## src/hw/flow_sched_pkg.sv

```systemverilog
/*
 * Shared definitions for the packet scheduler.
 * Holds the scheduler state type and the default stream widths that the
 * top level and the stream interface fall back on.
 */

package flow_sched_pkg;

  // ----------------------------------------------------------------------
  // Scheduler state
  // ----------------------------------------------------------------------

  // SCAN walks the flows looking for a valid beat
  // GRANT keeps one flow on the output until its packet ends
  typedef enum logic {
    SCHED_SCAN  = 1'b0,
    SCHED_GRANT = 1'b1
  } sched_state_e;

  // ----------------------------------------------------------------------
  // Default widths
  // ----------------------------------------------------------------------

  // Flow number width, two bits gives four flows
  localparam int FLOW_ID_W_DEFAULT = 2;

  // Width of one data beat
  localparam int DATA_W_DEFAULT = 16;

endpackage

```

## src/hw/flow_if.sv

```systemverilog
/*
 * Ready-valid stream carrying packet beats tagged with their flow number.
 * The src side drives the beat, the snk side answers with ready, and mon
 * is a read-only view for blocks that only watch transfers.
 */

interface flow_if import flow_sched_pkg::*; #(
  parameter int BitWidth = DATA_W_DEFAULT,
  parameter int NumFlows = 2 ** FLOW_ID_W_DEFAULT
) ();

  // Beat qualifier and back-pressure
  logic                        valid;
  logic                        ready;
  // Payload, end-of-packet marker and source flow tag
  logic [BitWidth-1:0]         data;
  logic                        last;
  logic [$clog2(NumFlows)-1:0] flow;

  // Producer of beats
  modport src (output valid, output data, output last, output flow, input ready);

  // Consumer of beats
  modport snk (input valid, input data, input last, input flow, output ready);

  // Observer, sees every signal and drives none
  modport mon (input valid, input ready, input data, input last, input flow);

endinterface

```

## src/hw/flow_mux_select.sv

```systemverilog
/*
 * Combinational flow mux with explicit select and a grant gate.
 * Forwards the selected flow onto the output stream and returns ready to
 * that flow only, tagging each beat with the select value. Zero latency.
 */

module flow_mux_select import flow_sched_pkg::*; #(
  // At least 2
  parameter int NumFlows = 2 ** FLOW_ID_W_DEFAULT,
  // At least 1
  parameter int BitWidth = DATA_W_DEFAULT
) (
  // Clock and reset only feed the range check below
  input  logic                              clk,
  input  logic                              reset,

  input  logic [$clog2(NumFlows)-1:0]       select,
  input  logic                              grant,

  input  logic [NumFlows-1:0]               push_valid,
  input  logic [NumFlows-1:0][BitWidth-1:0] push_data,
  input  logic [NumFlows-1:0]               push_last,
  output logic [NumFlows-1:0]               push_ready,

  flow_if.src                               out
);

  // ----------------------------------------------------------------------
  // Datapath
  // ----------------------------------------------------------------------

  // Output ready goes back to the selected flow only, and only in a grant
  assign push_ready = NumFlows'(out.ready & grant) << select;

  // No beat leaves while the scheduler is still scanning
  assign out.valid = grant & push_valid[select];
  assign out.data  = push_data[select];
  assign out.last  = push_last[select];

  // Tag the beat with its source flow
  assign out.flow  = select;

  // ----------------------------------------------------------------------
  // Checks
  // ----------------------------------------------------------------------

  // With a non power of two flow count the upper codes are illegal
  select_in_range_a : assert property (
    @(posedge clk) disable iff (reset) select < NumFlows
  ) else $error("flow_mux_select: select %0d out of range", select);

endmodule

```

## src/hw/flow_sched_fsm.sv

```systemverilog
/*
 * Round-robin packet scheduler.
 * Scans one flow per cycle, grants the first valid one and keeps the grant
 * until a packet ends with the beat budget used up or the flow goes idle.
 */

module flow_sched_fsm import flow_sched_pkg::*; #(
  // At least 2
  parameter int NumFlows = 2 ** FLOW_ID_W_DEFAULT
) (
  input  logic                        clk,
  input  logic                        reset,

  // Per-flow valid, used to spot waiting packets
  input  logic [NumFlows-1:0]         push_valid,

  // Muxed output stream, watched for transfers
  flow_if.mon                         mon,

  // From the beat-budget timer
  input  logic                        budget_reached,

  // To the mux and the timer
  output logic [$clog2(NumFlows)-1:0] select,
  output logic                        grant,
  output logic                        grant_start
);

  localparam int SelW = $clog2(NumFlows);

  sched_state_e    state;
  // Set for the one cycle that follows a last-beat transfer
  logic            after_last;
  logic            last_xfer;
  logic [SelW-1:0] select_next;

  // ----------------------------------------------------------------------
  // Decode
  // ----------------------------------------------------------------------

  // Next flow in round-robin order, wrapping at NumFlows
  assign select_next = (select == SelW'(NumFlows - 1)) ? '0 : select + 1'b1;

  // End of a packet on the output
  assign last_xfer = mon.valid & mon.ready & mon.last;

  assign grant = (state == SCHED_GRANT);

  // Pulses on the scan cycle that finds a valid flow
  assign grant_start = (state == SCHED_SCAN) & push_valid[select];

  // ----------------------------------------------------------------------
  // State register
  // ----------------------------------------------------------------------

  always_ff @(posedge clk) begin
    if (reset) begin
      state      <= SCHED_SCAN;
      select     <= '0;
      after_last <= 1'b0;
    end else begin
      case (state)
        SCHED_SCAN: begin
          after_last <= 1'b0;
          // Hold select on a hit so the grant goes to that flow
          if (push_valid[select]) begin
            state <= SCHED_GRANT;
          end else begin
            select <= select_next;
          end
        end

        SCHED_GRANT: begin
          if (last_xfer) begin
            if (budget_reached) begin
              // Budget spent, hand over to the next flow
              state  <= SCHED_SCAN;
              select <= select_next;
            end else begin
              after_last <= 1'b1;
            end
          end else if (after_last) begin
            after_last <= 1'b0;
            // Flow has nothing more queued, give up the grant
            if (!push_valid[select]) begin
              state  <= SCHED_SCAN;
              select <= select_next;
            end
          end
        end
      endcase
    end
  end

endmodule

```

## src/hw/beat_budget_timer.sv

```systemverilog
/*
 * Beat-budget timer for one grant.
 * Counts beats accepted on the output since grant_start and flags when the
 * count, with the beat moving now, reaches the budget.
 */

module beat_budget_timer #(
  // Beats per grant, at least 1
  parameter int BurstBeats = 8
) (
  input  logic clk,
  input  logic reset,
  input  logic grant_start,
  flow_if.mon  mon,
  output logic budget_reached
);

  localparam int CntW = $clog2(BurstBeats + 1);
  // One extra bit so the current beat can be added without overflow
  localparam int SumW = CntW + 1;

  logic [CntW-1:0] count;
  logic [SumW-1:0] beats_now;
  logic            xfer;

  assign xfer = mon.valid & mon.ready;

  // Count as it stands once the current beat is included
  assign beats_now = {1'b0, count} + SumW'(xfer);

  assign budget_reached = (beats_now >= SumW'(BurstBeats));

  // ----------------------------------------------------------------------
  // Counter
  // ----------------------------------------------------------------------

  always_ff @(posedge clk) begin
    if (reset) begin
      count <= '0;
    end else if (grant_start) begin
      count <= '0;
    end else if (xfer && !budget_reached) begin
      count <= count + 1'b1;
    end else if (xfer) begin
      // Saturate, a long packet may run past the budget
      count <= CntW'(BurstBeats);
    end
  end

endmodule

```

## src/hw/flow_skid_buffer.sv

```systemverilog
/*
 * Two-entry output stage for the scheduled stream.
 * A main register feeds the pop side and a skid register catches the beat
 * in flight when pop_ready drops. Push ready comes straight from a flop.
 */

module flow_skid_buffer import flow_sched_pkg::*; #(
  parameter int BitWidth = DATA_W_DEFAULT,
  parameter int NumFlows = 2 ** FLOW_ID_W_DEFAULT
) (
  input  logic                        clk,
  input  logic                        reset,

  flow_if.snk                         push,

  output logic                        pop_valid,
  input  logic                        pop_ready,
  output logic [BitWidth-1:0]         pop_data,
  output logic                        pop_last,
  output logic [$clog2(NumFlows)-1:0] pop_flow
);

  localparam int SelW = $clog2(NumFlows);

  logic                main_valid;
  logic [BitWidth-1:0] main_data;
  logic                main_last;
  logic [SelW-1:0]     main_flow;

  logic                skid_valid;
  logic [BitWidth-1:0] skid_data;
  logic                skid_last;
  logic [SelW-1:0]     skid_flow;

  logic                ready_q;
  logic                push_xfer;
  // Main entry is free or emptying this cycle
  logic                main_load;

  assign push_xfer  = push.valid & push.ready;
  assign main_load  = ~main_valid | pop_ready;
  assign push.ready = ready_q;

  // ----------------------------------------------------------------------
  // Occupancy
  // ----------------------------------------------------------------------

  always_ff @(posedge clk) begin
    if (reset) begin
      main_valid <= 1'b0;
      skid_valid <= 1'b0;
      ready_q    <= 1'b0;
    end else begin
      if (main_load) begin
        main_valid <= skid_valid | push_xfer;
        skid_valid <= 1'b0;
        ready_q    <= 1'b1;
      end else if (push_xfer) begin
        // Main is stalled, park the beat, both entries now full
        skid_valid <= 1'b1;
        ready_q    <= 1'b0;
      end
    end
  end

  // Payload
  always_ff @(posedge clk) begin
    if (main_load) begin
      // Skid entry is older than anything on the push side
      main_data <= skid_valid ? skid_data : push.data;
      main_last <= skid_valid ? skid_last : push.last;
      main_flow <= skid_valid ? skid_flow : push.flow;
    end
    if (!main_load && push_xfer) begin
      skid_data <= push.data;
      skid_last <= push.last;
      skid_flow <= push.flow;
    end
  end

  assign pop_valid = main_valid;
  assign pop_data  = main_data;
  assign pop_last  = main_last;
  assign pop_flow  = main_flow;

endmodule

```

## src/hw/flow_sched_top.sv

```systemverilog
/*
 * Packet scheduler top level.
 * Merges NumFlows ready-valid packet streams onto one tagged output stream,
 * round-robin per packet with a beat budget per grant.
 */

module flow_sched_top import flow_sched_pkg::*; #(
  // Number of input flows, at least 2
  parameter int NumFlows   = 2 ** FLOW_ID_W_DEFAULT,
  // Data beat width
  parameter int BitWidth   = DATA_W_DEFAULT,
  // Beat budget per grant, at least 1
  parameter int BurstBeats = 8
) (
  input  logic                              clk,
  input  logic                              reset,

  // Input flows
  input  logic [NumFlows-1:0]               push_valid,
  output logic [NumFlows-1:0]               push_ready,
  input  logic [NumFlows-1:0][BitWidth-1:0] push_data,
  input  logic [NumFlows-1:0]               push_last,

  // Scheduled output
  output logic                              pop_valid,
  input  logic                              pop_ready,
  output logic [BitWidth-1:0]               pop_data,
  output logic                              pop_last,
  output logic [$clog2(NumFlows)-1:0]       pop_flow
);

  localparam int SelW = $clog2(NumFlows);

  logic [SelW-1:0] select;
  logic            grant;
  logic            grant_start;
  logic            budget_reached;

  // Mux output into the skid buffer, watched by the FSM and the timer
  flow_if #(.BitWidth(BitWidth), .NumFlows(NumFlows)) mux_out ();

  // ----------------------------------------------------------------------
  // Control
  // ----------------------------------------------------------------------

  flow_sched_fsm #(.NumFlows(NumFlows)) u_fsm (
    .clk           (clk),
    .reset         (reset),
    .push_valid    (push_valid),
    .mon           (mux_out.mon),
    .budget_reached(budget_reached),
    .select        (select),
    .grant         (grant),
    .grant_start   (grant_start)
  );

  beat_budget_timer #(.BurstBeats(BurstBeats)) u_timer (
    .clk           (clk),
    .reset         (reset),
    .grant_start   (grant_start),
    .mon           (mux_out.mon),
    .budget_reached(budget_reached)
  );

  // ----------------------------------------------------------------------
  // Datapath
  // ----------------------------------------------------------------------

  flow_mux_select #(.NumFlows(NumFlows), .BitWidth(BitWidth)) u_mux (
    .clk       (clk),
    .reset     (reset),
    .select    (select),
    .grant     (grant),
    .push_valid(push_valid),
    .push_data (push_data),
    .push_last (push_last),
    .push_ready(push_ready),
    .out       (mux_out.src)
  );

  flow_skid_buffer #(.BitWidth(BitWidth), .NumFlows(NumFlows)) u_skid (
    .clk      (clk),
    .reset    (reset),
    .push     (mux_out.snk),
    .pop_valid(pop_valid),
    .pop_ready(pop_ready),
    .pop_data (pop_data),
    .pop_last (pop_last),
    .pop_flow (pop_flow)
  );

endmodule

```

## config.mk

```make
export PLATFORM = sky130hd
export DESIGN_NAME = flow_sched_top
export DESIGN_NICKNAME = d
export VERILOG_FILES = /design/src/hw/flow_sched_pkg.sv /design/src/hw/flow_if.sv /design/src/hw/flow_mux_select.sv /design/src/hw/flow_sched_fsm.sv /design/src/hw/beat_budget_timer.sv /design/src/hw/flow_skid_buffer.sv /design/src/hw/flow_sched_top.sv
export SDC_FILE = /design/constraint.sdc
export NUM_CORES = 1
export LEC_CHECK = 0
export BUFFER_PORTS_ARGS = -buffer_cell sky130_fd_sc_hd__buf_2
export CAP_MARGIN = 20
export CORE_ASPECT_RATIO = 0.75
export CORE_MARGIN = 3
export CORE_UTILIZATION = 45
export DETAILED_ROUTE_END_ITERATION = 12
export HOLD_SLACK_MARGIN = 0.15
export PLACE_DENSITY = 0.75
export REMOVE_ABC_BUFFERS = 1
export SYNTH_ARGS = -nofsm -noshare
export SYNTH_HDL_FRONTEND = slang
export SYNTH_SLANG_ARGS = --single-unit
```

## constraint.sdc

```tcl
create_clock -name clk -period 5.6 [get_ports clk]
set_clock_uncertainty 0.15 [all_clocks]
set_input_delay 0.84 -clock clk [delete_from_list [all_inputs] [get_ports clk]]
set_output_delay 0.84 -clock clk [all_outputs]
set_load 0.05 [all_outputs]
```

==> metrics.cfg <==
[outcome]
run_status = complete, no violations

[clocking]
h-tree-depth = 2
numCtsBuffers = 5
cts.sinks = 49
clock_path_buffers = 2
clk_pin_slew_ns = 0.09
cts_resized = 0
clock_latency_ns = 0.30
tritoncts = built
hold_buffers = 0
cts_root_buf = clkbuf_8
cts_post_setup_buffers_inserted = 0

[pwr]
intPower_mw = 0.720
switching_share_pct = 36.9
switchingPower_mw = 0.422
p_seq_share_pct = 44.1
clkPwrFrac_pct = 17.8
power_density_nw_per_um2 = 370
combPwrFrac_pct = 38.1
ir_drop_uv = 163
p_leak_nw = 1.28

[critical_path]
start_kind = flop
worstPathArrival_ns = 3.57
required_ns = 5.68
r2r_start = u_fsm.select[0]
worstSetupStartpoint = u_fsm.select[0]
crit_type = reg -> reg
path_max_fanout = 31
end_kind = flop

[sta]
grt_setup_unrepaired = no
setup_slack_ns = 2.11
max_freq_mhz = 287
worst_slew_pin_slew_ns = 0.967
period_minus_slack_ns = 3.49
setup_viol = 0
holdWs_ns = 0.353
fin_crit_sh_pct = 62.3
slew_violations = 0
slew_headroom_pct = 35.5
fin_tns_setup_ns = 0
hold_viol = 0

[logic_synthesis]
synthCells = 157
avgSynthCellArea_um2 = 15.6
async_flop_share_pct = 0
ys_seq_elements = 49
netlist-cell-type-count = 36
ys_warn_count = 0
synth_flop_cell = edfxtp_1
synth_edf_count = 38
ys_seq_area_share_pct = 55.6
synth_area_um2 = 2450

[floorplanning]
die_x_um = 91.2
die_area_um2 = 6370
row_count = 22
die_y_um = 69.9
initial_core_util_pct = 48.3
core_um2 = 5060
io_pins = 99

[grt]
grt_start_max_net_pins = 32
overflow = 0
grt_pass1_wl_um = 8090
grt_pass1_vias = 1684
grt_usage_pct = 16.2
antenna_found_initial = 0

[detailed_routing]
num_vias = 1695
wirelength_um = 4910
wl_per_cell_um = 15.0
drt_first_pass_iters = 4
drtIter0Drc = 109
drc = 0
ant_nets = 0
avgViaCountPerCell = 5.17

[worst_hold_path]
hold_path.class = reg -> reg
holdCritStartpoint = u_fsm.after_last

[flow_run]
cap_violations = 0

[placed_design]
placed_area_um2 = 3000
gp_congestion = 0.785
place_ws_ns = 2.10
dp_hpwl_um = 3570
dp_cells = 320
io_buffers = 98

[final_layout]
nets = 334
diodes = 0
final_cells = 328
final_area_um2 = 3090
drive_gt1_share_pct = 57.8
syn2layout_area_growth_pct = 26.1

cells in the final DEF (no fill, tap or decap), types with 2 or more instances in the layout:
| master | n |
|---|---|
| mux2i_1 | 4 |
| ha_1 | 4 |
| nand3_1 | 2 |
| dfxtp_1 | 10 |
| edfxtp_1 | 38 |
| buf_4 | 2 |
| mux2_2 | 19 |
| nor2_1 | 11 |
| mux4_2 | 13 |
| mux4_1 | 4 |
| a31oi_1 | 2 |
| nand2b_1 | 3 |
| inv_1 | 2 |
| clkbuf_8 | 5 |
| o21ai_0 | 2 |
| mux2_4 | 2 |
| nand2_1 | 4 |
| and3_1 | 2 |
| buf_2 | 98 |
| a21oi_1 | 6 |
| nor2b_1 | 3 |
| nor3_1 | 2 |
per-stage QoR:
stage,util (%),power [mW]
2_1_floorplan,-,0.842
3_5_place_dp,59.3,0.950
4_1_cts,61.0,1.15
3_3_place_gp,59.3,0.943
5_1_grt,61.0,1.20
6_report,61.0,1.14
power groups by stage:
stage          Sequential, mW  Combinational (mW)  Clock [mW]
3_5_place_dp            0.514               0.436           0
5_1_grt                 0.514               0.462       0.227
4_1_cts                 0.505               0.439       0.209
6_report                0.503               0.435       0.203
2_1_floorplan           0.679               0.163           0
3_3_place_gp            0.512               0.431           0
flip-flops by register name (all words and copies together) (netlist names), 2 cells and up:
register          count
u_fsm.select          2
u_skid.pop_data      16
u_skid.skid_flow      2
u_timer.count         4
u_skid.pop_flow       2
u_skid.skid_data     16
worst paths after layout:
kind	slack, ns	cells past startpoint	to
hold reg to reg	0.35	2	u_fsm.after_last
setup reg to reg	2.11	10	u_timer.count[2]
hold / removal	0.35	2	u_fsm.after_last
setup / recovery	2.11	10	u_timer.count[2]
synthesized netlist by cell type, types with 3 or more instances:
master,instances,area [µm²]
a21oi_1,6,30.0
buf_2,4,20.0
dfxtp_1,11,220
edfxtp_1,38,1140
ha_1,4,50.1
mux2_2,19,214
mux2i_1,4,40.0
mux4_1,4,105
mux4_2,13,293
nand2_1,4,15.0
nand2b_1,3,18.8
nor2_1,12,45.0
nor2b_1,3,18.8
logic make-up (layout without fill, tap and decap cells):
kind of cell / Yosys count / in the layout / synth area share (%)
mux: 43 / 43 / 28.8
fa+ha+maj: 4 / 4 / 2.04
simple gates: 34 / 34 / 7.15
flops: 49 / 49 / 55.6
compound gates: 15 / 15 / 4.09
buf+inv: 12 / 111 / 2.35
worst max-delay path: stages (launching register included):
cell	delay [ns]
dfxtp_2	0.89
mux4_2	0.67
nand2_2	0.20
inv_1	0.08
ha_1	0.20
ha_1	0.17
nand2b_1	0.13
mux2i_1	0.36
nor2b_1	0.32
nand3b_1	0.11
a21oi_1	0.14
metal layers:
layer  global-route usage (%)  wire [µm]  share of wire (%)  vias up
met5                        0          0                  0        -
met4                     6.02         73                1.5        0
met3                     3.66        393                8.0        8
met2                     26.3       2240                 46       84
met1                     21.5       2210                 45      791
li1                         -          -                  -      812
cell type report:
type,count,area [µm²]
flip-flops and latches,49,1360
repair buffers,100,505
clock inverters,2,13.8
inverters,3,11.3
multi-input cells,96,1030
fillers,410,1980
clock buffers,6,72.6
well taps,72,90.1
(Power assumes the default switching activity.)
